**config.mk**
```make
export PLATFORM = sky130hd
export DESIGN_NAME = pipedemo
export DESIGN_NICKNAME = d
export VERILOG_FILES = /design/src/ray_demo_pkg.sv /design/src/cam_if.sv /design/src/pipedemo.sv /design/src/pixel_fifo.sv /design/src/ray_gen.sv /design/src/shifter.sv /design/src/shifter2.sv
export SDC_FILE = /design/constraint.sdc
export NUM_CORES = 2
export LEC_CHECK = 0
export BUFFER_PORTS_ARGS = -buffer_cell sky130_fd_sc_hd__clkbuf_2
export CORE_MARGIN = 2
export CORE_UTILIZATION = 52
export CTS_CLUSTER_SIZE = 10
export DETAILED_ROUTE_END_ITERATION = 7
export PLACE_DENSITY_LB_ADDON = 0.2
export SETUP_SLACK_MARGIN = 0.1
export SLEW_MARGIN = 20
export SYNTH_ARGS = -nofsm -noshare
export SYNTH_HDL_FRONTEND = slang
export SYNTH_SLANG_ARGS = --single-unit
```
**constraint.sdc**
```tcl
create_clock -name clk -period 16.8 [get_ports clk]
set_input_delay 3.36 -clock clk [delete_from_list [all_inputs] [get_ports clk]]
set_output_delay 3.36 -clock clk [all_outputs]
set_load 0.03 [all_outputs]
```
**src/ray_demo_pkg.sv**
```systemverilog
// Ray demo shared definitions
`default_nettype none

package ray_demo_pkg;

  // One signed vector component, wraps on overflow
  typedef logic signed [31:0] coord_t;

  // x sits in the low word, z in the high word
  typedef struct packed {
    coord_t z;
    coord_t y;
    coord_t x;
  } vector_t;

  typedef logic [3:0] pix_t;

  // px in the low bits, point in the high bits
  typedef struct packed {
    vector_t point;
    pix_t    py;
    pix_t    px;
  } pixel_buffer_entry_t;

  // Screen size in pixels
  localparam int SCREEN_W = 4;
  localparam int SCREEN_H = 3;

  // Scan chain widths
  localparam int SHIFT_IN_W  = 385;
  localparam int SHIFT_OUT_W = 105;

  // Input chain field layout
  localparam int VEC_W  = 96;
  localparam int RF_BIT = 0;
  localparam int E_LSB  = 1;
  localparam int U_LSB  = 97;
  localparam int V_LSB  = 193;
  localparam int W_LSB  = 289;

  // Pixel buffer sizing
  localparam int PB_DEPTH      = 4;
  localparam int PB_FULL_LEVEL = 3;
  localparam int PB_PTR_W      = 2;
  localparam int PB_CNT_W      = 3;

endpackage : ray_demo_pkg

`default_nettype wire

```
**src/cam_if.sv**
```systemverilog
// Camera description link
`default_nettype none
`timescale 1ns/100ps

interface cam_if;

  logic                  render_frame;
  ray_demo_pkg::vector_t e;
  ray_demo_pkg::vector_t u;
  ray_demo_pkg::vector_t v;
  ray_demo_pkg::vector_t w;
  // High while the input chain is shifting
  logic                  loading;

  // Top side, fed from the input scan chain
  modport src (
    output render_frame, e, u, v, w, loading
  );

  // Ray generator side
  modport dst (
    input render_frame, e, u, v, w, loading
  );

endinterface : cam_if

`default_nettype wire

```
**src/pipedemo.sv**
```systemverilog
// Ray generator scan harness
`default_nettype none
`timescale 1ns/100ps

module pipedemo (
  input  logic clk,
  input  logic rst_n,
  input  logic scan_in,
  input  logic scan_en,
  input  logic scan_clr,
  input  logic scan_shift,
  input  logic scan_ld,
  output logic scan_out,
  output logic frame_busy
);

  logic [ray_demo_pkg::SHIFT_IN_W-1:0]  shift_in;
  logic [ray_demo_pkg::SHIFT_OUT_W-1:0] shift_out;

  logic                              pb_we;
  logic                              pb_full;
  logic                              head_valid;
  ray_demo_pkg::pixel_buffer_entry_t pb_data;
  ray_demo_pkg::pixel_buffer_entry_t head;

  cam_if cam ();

  shifter #(
    .WIDTH (ray_demo_pkg::SHIFT_IN_W),
    .INIT  ('0)
  ) inputs (
    .clk,
    .rst_n,
    .d   (scan_in),
    .en  (scan_en),
    .clr (scan_clr),
    .q   (shift_in)
  );

  // Camera fields straight off the input chain
  assign cam.render_frame = shift_in[ray_demo_pkg::RF_BIT];
  assign cam.e            = shift_in[ray_demo_pkg::E_LSB +: ray_demo_pkg::VEC_W];
  assign cam.u            = shift_in[ray_demo_pkg::U_LSB +: ray_demo_pkg::VEC_W];
  assign cam.v            = shift_in[ray_demo_pkg::V_LSB +: ray_demo_pkg::VEC_W];
  assign cam.w            = shift_in[ray_demo_pkg::W_LSB +: ray_demo_pkg::VEC_W];
  assign cam.loading      = scan_en;

  ray_gen rp (
    .clk,
    .rst_n,
    .cam        (cam.dst),
    .pb_full,
    .pb_we,
    .pb_data,
    .frame_busy
  );

  // scan_ld pops the head in the same cycle the output chain captures it
  pixel_fifo pb (
    .clk,
    .rst_n,
    .pb_we,
    .pb_data,
    .pop        (scan_ld),
    .pb_full,
    .head_valid,
    .head
  );

  assign shift_out = {head, head_valid};

  shifter2 #(
    .WIDTH (ray_demo_pkg::SHIFT_OUT_W)
  ) outputs (
    .clk,
    .rst_n,
    .d     (shift_out),
    .ld    (scan_ld),
    .shift (scan_shift),
    .q     (scan_out)
  );

endmodule : pipedemo

`default_nettype wire

```
**src/pixel_fifo.sv**
```systemverilog
// Pixel buffer FIFO
`default_nettype none
`timescale 1ns/100ps

module pixel_fifo (
  input  logic                              clk,
  input  logic                              rst_n,
  input  logic                              pb_we,
  input  ray_demo_pkg::pixel_buffer_entry_t pb_data,
  input  logic                              pop,
  output logic                              pb_full,
  output logic                              head_valid,
  output ray_demo_pkg::pixel_buffer_entry_t head
);

  ray_demo_pkg::pixel_buffer_entry_t mem [ray_demo_pkg::PB_DEPTH];

  logic [ray_demo_pkg::PB_PTR_W-1:0] wr_ptr;
  logic [ray_demo_pkg::PB_PTR_W-1:0] rd_ptr;
  logic [ray_demo_pkg::PB_CNT_W-1:0] count;
  logic                              pop_ok;

  assign head_valid = (count != '0);
  assign pop_ok     = pop && head_valid;
  // One slot stays free for the pixel still in the generator pipeline
  assign pb_full    = (count >= ray_demo_pkg::PB_CNT_W'(ray_demo_pkg::PB_FULL_LEVEL));

  // Empty reads hand out an all-zero entry
  assign head = head_valid ? mem[rd_ptr] : '0;

  always_ff @(posedge clk) begin
    if (pb_we) begin
      mem[wr_ptr] <= pb_data;
    end
  end

  always_ff @(posedge clk or negedge rst_n) begin
    if (!rst_n) begin
      wr_ptr <= '0;
      rd_ptr <= '0;
      count  <= '0;
    end else begin
      if (pb_we) begin
        wr_ptr <= wr_ptr + 1'b1;
      end
      if (pop_ok) begin
        rd_ptr <= rd_ptr + 1'b1;
      end
      case ({pb_we, pop_ok})
        2'b10:   count <= count + 1'b1;
        2'b01:   count <= count - 1'b1;
        default: count <= count;
      endcase
    end
  end

  // The generator must have respected pb_full
  a_no_push_when_full : assert property (
    @(posedge clk) disable iff (!rst_n)
    pb_we |-> (count != ray_demo_pkg::PB_CNT_W'(ray_demo_pkg::PB_DEPTH))
  );

  a_no_pop_when_empty : assert property (
    @(posedge clk) disable iff (!rst_n)
    (pop && count == '0) |=> (count == ray_demo_pkg::PB_CNT_W'($past(pb_we)))
  );

endmodule : pixel_fifo

`default_nettype wire

```
**src/ray_gen.sv**
```systemverilog
// Image-plane ray generator
`default_nettype none
`timescale 1ns/100ps

module ray_gen (
  input  logic                              clk,
  input  logic                              rst_n,
  cam_if.dst                                cam,
  input  logic                              pb_full,
  output logic                              pb_we,
  output ray_demo_pkg::pixel_buffer_entry_t pb_data,
  output logic                              frame_busy
);

  localparam ray_demo_pkg::pix_t X_MAX = ray_demo_pkg::pix_t'(ray_demo_pkg::SCREEN_W - 1);
  localparam ray_demo_pkg::pix_t Y_MAX = ray_demo_pkg::pix_t'(ray_demo_pkg::SCREEN_H - 1);
  localparam ray_demo_pkg::coord_t X_MID = ray_demo_pkg::coord_t'(ray_demo_pkg::SCREEN_W / 2);
  localparam ray_demo_pkg::coord_t Y_MID = ray_demo_pkg::coord_t'(ray_demo_pkg::SCREEN_H / 2);

  function automatic ray_demo_pkg::vector_t vec_scale(input ray_demo_pkg::coord_t s,
                                                      input ray_demo_pkg::vector_t a);
    ray_demo_pkg::vector_t r;
    r.x = s * a.x;
    r.y = s * a.y;
    r.z = s * a.z;
    return r;
  endfunction

  function automatic ray_demo_pkg::vector_t vec_add4(input ray_demo_pkg::vector_t a,
                                                     input ray_demo_pkg::vector_t b,
                                                     input ray_demo_pkg::vector_t c,
                                                     input ray_demo_pkg::vector_t d);
    ray_demo_pkg::vector_t r;
    r.x = a.x + b.x + c.x + d.x;
    r.y = a.y + b.y + c.y + d.y;
    r.z = a.z + b.z + c.z + d.z;
    return r;
  endfunction

  logic [1:0]            phase;
  logic                  phase0;
  logic                  rf_prev;
  logic                  start;
  logic                  busy;
  logic                  all_issued;
  logic                  issue_blocked;
  logic                  issue;
  logic                  last_pix;
  logic                  last_write;
  ray_demo_pkg::pix_t    x;
  ray_demo_pkg::pix_t    y;
  ray_demo_pkg::vector_t e_q;
  ray_demo_pkg::vector_t u_q;
  ray_demo_pkg::vector_t v_q;
  ray_demo_pkg::vector_t w_q;

  logic                  s1_valid;
  ray_demo_pkg::pix_t    s1_px;
  ray_demo_pkg::pix_t    s1_py;
  ray_demo_pkg::coord_t  s1_u;
  ray_demo_pkg::coord_t  s1_v;
  logic                  s2_valid;
  ray_demo_pkg::pix_t    s2_px;
  ray_demo_pkg::pix_t    s2_py;
  ray_demo_pkg::vector_t s2_pu;
  ray_demo_pkg::vector_t s2_pv;

  // Free-running issue pacer, 0 1 2 0 ...
  always_ff @(posedge clk or negedge rst_n) begin
    if (!rst_n) begin
      phase <= 2'd0;
    end else begin
      phase <= (phase == 2'd2) ? 2'd0 : phase + 2'd1;
    end
  end

  assign phase0 = (phase == 2'd0);

  // Only a settled chain counts as a render_frame edge
  assign start         = !cam.loading && !busy && cam.render_frame && !rf_prev;
  assign issue_blocked = busy && !all_issued && pb_full;
  assign issue         = busy && !all_issued && phase0 && !issue_blocked;
  assign last_pix      = (x == X_MAX) && (y == Y_MAX);
  assign last_write    = pb_we && (pb_data.px == X_MAX) && (pb_data.py == Y_MAX);

  always_ff @(posedge clk or negedge rst_n) begin
    if (!rst_n) begin
      rf_prev    <= 1'b0;
      busy       <= 1'b0;
      all_issued <= 1'b0;
      x          <= '0;
      y          <= '0;
      s1_valid   <= 1'b0;
      s2_valid   <= 1'b0;
      pb_we      <= 1'b0;
    end else begin
      if (!cam.loading) begin
        rf_prev <= cam.render_frame;
      end
      if (start) begin
        busy       <= 1'b1;
        all_issued <= 1'b0;
        x          <= '0;
        y          <= '0;
      end else begin
        // Raster walk holds its place while blocked
        if (issue) begin
          if (last_pix) begin
            all_issued <= 1'b1;
          end else if (x == X_MAX) begin
            x <= '0;
            y <= y + 1'b1;
          end else begin
            x <= x + 1'b1;
          end
        end
        if (last_write) begin
          busy <= 1'b0;
        end
      end
      s1_valid <= issue;
      s2_valid <= s1_valid;
      pb_we    <= s2_valid;
    end
  end

  // Camera is captured at the frame start
  always_ff @(posedge clk) begin
    if (start) begin
      e_q <= cam.e;
      u_q <= cam.u;
      v_q <= cam.v;
      w_q <= cam.w;
    end
  end

  // Stage 1 centres the pixel, stage 2 scales, stage 3 sums
  always_ff @(posedge clk) begin
    s1_px         <= x;
    s1_py         <= y;
    s1_u          <= ray_demo_pkg::coord_t'(x) - X_MID;
    s1_v          <= ray_demo_pkg::coord_t'(y) - Y_MID;
    s2_px         <= s1_px;
    s2_py         <= s1_py;
    s2_pu         <= vec_scale(s1_u, u_q);
    s2_pv         <= vec_scale(s1_v, v_q);
    pb_data.px    <= s2_px;
    pb_data.py    <= s2_py;
    pb_data.point <= vec_add4(e_q, w_q, s2_pu, s2_pv);
  end

  assign frame_busy = busy;

  a_no_start_while_loading : assert property (
    @(posedge clk) disable iff (!rst_n)
    $rose(busy) |-> !$past(cam.loading)
  );

  // A write leaves no other pixel behind it in the pipeline
  a_one_in_flight : assert property (
    @(posedge clk) disable iff (!rst_n)
    pb_we |-> (!s1_valid && !s2_valid)
  );

endmodule : ray_gen

`default_nettype wire

```
**src/shifter.sv**
```systemverilog
// Serial-in scan register
`default_nettype none
`timescale 1ns/100ps

module shifter #(
  parameter int               WIDTH = 8,
  parameter logic [WIDTH-1:0] INIT  = '0
) (
  input  logic             clk,
  input  logic             rst_n,
  input  logic             d,
  input  logic             en,
  input  logic             clr,
  output logic [WIDTH-1:0] q
);

  logic [WIDTH-1:0] q_next;

  // New bit enters at the MSB, everything moves toward bit 0
  always_comb begin
    q_next = q;
    if (clr) begin
      q_next = INIT;
    end else if (en) begin
      q_next = {d, q[WIDTH-1:1]};
    end
  end

  always_ff @(posedge clk or negedge rst_n) begin
    if (!rst_n) begin
      q <= INIT;
    end else begin
      q <= q_next;
    end
  end

endmodule : shifter

`default_nettype wire

```
**src/shifter2.sv**
```systemverilog
// Parallel-load scan register
`default_nettype none
`timescale 1ns/100ps

module shifter2 #(
  parameter int WIDTH = 8
) (
  input  logic             clk,
  input  logic             rst_n,
  input  logic [WIDTH-1:0] d,
  input  logic             ld,
  input  logic             shift,
  output logic             q
);

  logic [WIDTH-1:0] sr;

  // Load has priority over shift
  always_ff @(posedge clk or negedge rst_n) begin
    if (!rst_n) begin
      sr <= '0;
    end else if (ld) begin
      sr <= d;
    end else if (shift) begin
      sr <= {1'b0, sr[WIDTH-1:1]};
    end
  end

  // Bit 0 is always on the pin
  assign q = sr[0];

  // Whatever the pixel buffer hands over must be fully defined
  a_q_known : assert property (
    @(posedge clk) disable iff (!rst_n)
    !$isunknown(q)
  );

endmodule : shifter2

`default_nettype wire

```
==> metrics.log <==
[metrics] power density relative to cell area: 70.1 nW/um2
[metrics] Avg Cell Area, Syn: about 12 um2
[metrics] CTS tree: yes
[metrics] share of the yosys chip area belonging to registers: 0.380
[metrics] via count of the first global-routing pass: roughly 72000
[metrics] # hold bufs at CTS: 0
[metrics] layout cells sized above 1: 0.0476
[metrics] number of design-rule violations left by the first detailed-router iteration: ~4000
[metrics] clk slew on worst S/H paths: 0.06 ns
[metrics] worst-case clock skew: between 0.03 and 0.04 ns
[metrics] area grow syn2layout: 8.01%
[metrics] sum of routed wire length over all layers: 238 mm
[metrics] count of pins over their slew limit: 0
[metrics] average vias per placed instance: between 5 and 6
[metrics] count of unique library cells instantiated by Yosys: between 80 and 90
[metrics] Syn Inst Count: 9333
[metrics] cell area after synthesis: 114000 um2
[metrics] remaining design rule violation count: 0
[metrics] Synthesis Warnings: 0
[metrics] Total GRT Usage: 0.223
[metrics] final std cells w/o fill: ~12000
[metrics] via count of the routed design: approximately 66000
[metrics] EDFF count, synth: 800
[metrics] Chip Height: roughly 470 um
[metrics] number of hold violations in the final report: 0
[metrics] top achievable clock speed: 111 MHz
[metrics] average wire per standard cell: between 15 and 20 um
[metrics] number of endpoints failing setup at the final stage: 0
[metrics] maximum number of pins on one net before global-route repair: approximately 140
[metrics] overall overflow remaining after global route: 0
[metrics] buffer depth of the longest clock path: 3
[metrics] HP Class: flip-flop to flip-flop
[metrics] number of antenna violations at the first check in global routing: 21
[metrics] Most used DFF post-synth: edfxtp_1
[metrics] root buffer selected by CTS: clkbuf_16
[metrics] initial cell density of the core: 0.524
[metrics] unrepaired setup endpoints after global routing: false
[metrics] critical path peak fanout: 60
[metrics] Worst Path Buf+Inv: 7
[metrics] async set-reset flop share out of synthesis: 0.314
[metrics] family of cells with the greatest summed delay on the critical path: adder cells
[metrics] CP Data Arrival Time: approximately 9.8 ns
[metrics] post-synth net total: about 12000
[metrics] number of cells in the design after placement: between 10000 and 15000
[metrics] transition time at the pin with the least slew margin: between 1 and 1.5 ns
[metrics] total negative slack for setup checks: 0 ns
[metrics] CP required: ~18 ns
[metrics] shortest clock period the worst path allows after layout: roughly 9 ns
[metrics] maximum cell stage delay along the critical path: roughly 0.73 ns
[metrics] largest voltage drop on the vdd net: ~120 uV
[metrics] commonest cells after routing, fill and taps aside: 1400 x fa_1, 1253 x inv_1, 913 x ha_1, 800 x edfxtp_1, 742 x nor2_1
[metrics] number of max-cap violations: 0
[metrics] Layout fillers: between 15000 and 20000
[metrics] standard-cell rows: around 170
[metrics] RD Place Congestion: slightly below 0.9
[metrics] post-CTS resize count: 0
[metrics] standby leakage power: roughly 62 nW
[metrics] setup slack at placement: roughly 7.9 ns
[metrics] clock buffer count from CTS: ~190
[metrics] relative max-transition margin: 0.261
[metrics] Nets: approximately 12000
[metrics] core footprint: around 220000 um2
[metrics] first drt pass iteration count: 5
[metrics] number of register bits inferred by synthesis: ~1600
[metrics] Clock Sinks: ~1600
[metrics] Worst-Skew Late Latency: 0.85 ns
[metrics] postcts setup bufs: 0
[metrics] classification of the worst setup path: flip-flop to flip-flop
[metrics] global-route wire length before repair: 393 mm
[metrics] I/O pins: 9
[metrics] half-perimeter wire length after placement: about 180 mm
[metrics] kind of start point of the critical path: flip-flop
[metrics] Antenna Nets Post-Route: 0
[metrics] CTS H-tree lvls: 4
[metrics] Chip Width: approximately 470 um
[metrics] CP max stage cell: buf_4
[metrics] ratio of final minimum period to clock period: 0.537
[metrics] leading cell type in the layout, fill and taps excluded: fa_1
[metrics] critical path's most frequent cell: fa_1
[metrics] result of the run: complete, no violations
[metrics] Critical Path End Type: flip-flop
[metrics] port buffer count: 8
[metrics] full die area: approximately 220000 um2
[metrics] final worst setup slack: just under 8 ns
==> final timing paths <==
path | startpoint | depth (start not counted) | end | slack, ns
max in group asynchronous | rst_n | 4 | inputs.q[250]$_DFFE_PN0P_ | 11.26
hold / removal | rp.s1_px[2]$_DFF_P_ | 0 | rp.s2_px[2]$_DFF_P_ | 0.32
min in group asynchronous | rst_n | 1 | outputs.sr[85]$_DFFE_PN0P_ | 2.49
setup / recovery | rp.s1_v[30]$_DFF_P_ | 26 | rp.s2_pv[30]$_DFF_P_ | 7.78
hold reg to reg | rp.s1_px[2]$_DFF_P_ | 0 | rp.s2_px[2]$_DFF_P_ | 0.32
setup reg to reg | rp.s1_v[30]$_DFF_P_ | 26 | rp.s2_pv[30]$_DFF_P_ | 7.78
==> flip-flops by register name, summed over array words and instances (netlist names), 104 cells and up <==
name,flops
rp.pb_data,104
pb.mem,416
inputs.q,385
outputs.sr,105
==> stage by stage <==
stage          utilization  hold slack [ns]  total power, mW  instance area (um2)
2_1_floorplan            -            0.310             4.64               114000
3_3_place_gp         0.538            0.311             4.77               117000
3_5_place_dp         0.538            0.312             4.78               117000
4_1_cts              0.566            0.313             8.74               123000
5_1_grt              0.566            0.319             8.94               123000
6_report             0.566            0.319             8.63               123000
==> layout make-up <==
cell class,count,area [um2],share of cell area
antenna,9,22.5,0.000183
clock buffer,329,5420,0.0440
clock inverter,34,569,0.00462
inverter,1253,4700,0.0382
multi-input combinational,6171,65000,0.528
sequential,1634,43300,0.352
tap,2854,3570,0.0290
timing repair buffer,62,531,0.00431
==> cell families after synthesis <==
group | share of synthesized area
fa+ha+maj | 0.347
simple gates | 0.0802
buf+inv | 0.0503
compound gates | 0.0499
mux | 0.0547
xor+xnor | 0.0387
flops | 0.380
==> cells in the mapped netlist, drive strengths merged, types with 7 or more instances <==
cell,n,area [um2]
nor3,34,170
fa,1400,28000
and2,520,3250
a211o,11,96.3
a31oi,26,178
o31a,11,96.3
a211oi,34,260
dfxtp,321,6430
edfxtp,800,24000
o211ai,9,67.6
and4,7,61.3
nor4,10,68.8
xnor2,391,3420
nor2,742,2790
o21bai,35,263
and3,24,150
nand2,476,1790
clkbuf,225,845
inv,1253,4700
nand3,34,170
o21ai,101,505
a21boi,7,52.6
mux2i,389,3890
o31ai,13,103
or2,8,50.1
a21oi,404,2030
o21a,55,413
buf,50,189
xor2,113,990
dfrtp,513,12800
a31o,10,87.6
nand4,11,68.8
mux4,104,2340
ha,913,11400
or3,14,87.6
nor2b,29,181
a2111oi,7,75.1
a21o,121,908
nand2b,31,194
==> where the power goes <==
group | total, mW | leakage (nW) | internal [mW] | switching [mW]
combinational | 0.426 | 41.2 | 0.165 | 0.261
sequential | 4.26 | 18.2 | 4.20 | 0.0576
clock | 3.94 | 2.84 | 2.28 | 1.67
==> routing by layer <==
| metal | GRT usage | up-vias | share of wire |
|---|---|---|---|
| li1 | - | 30600 | - |
| met1 | 0.328 | 34100 | 0.48 |
| met2 | 0.354 | 1150 | 0.46 |
| met3 | 0.0288 | 238 | 0.042 |
| met4 | 0.0526 | 2 | 0.020 |
| met5 | 0 | - | 0.000055 |
No activity file was read; power rests on OpenSTA's default activity.
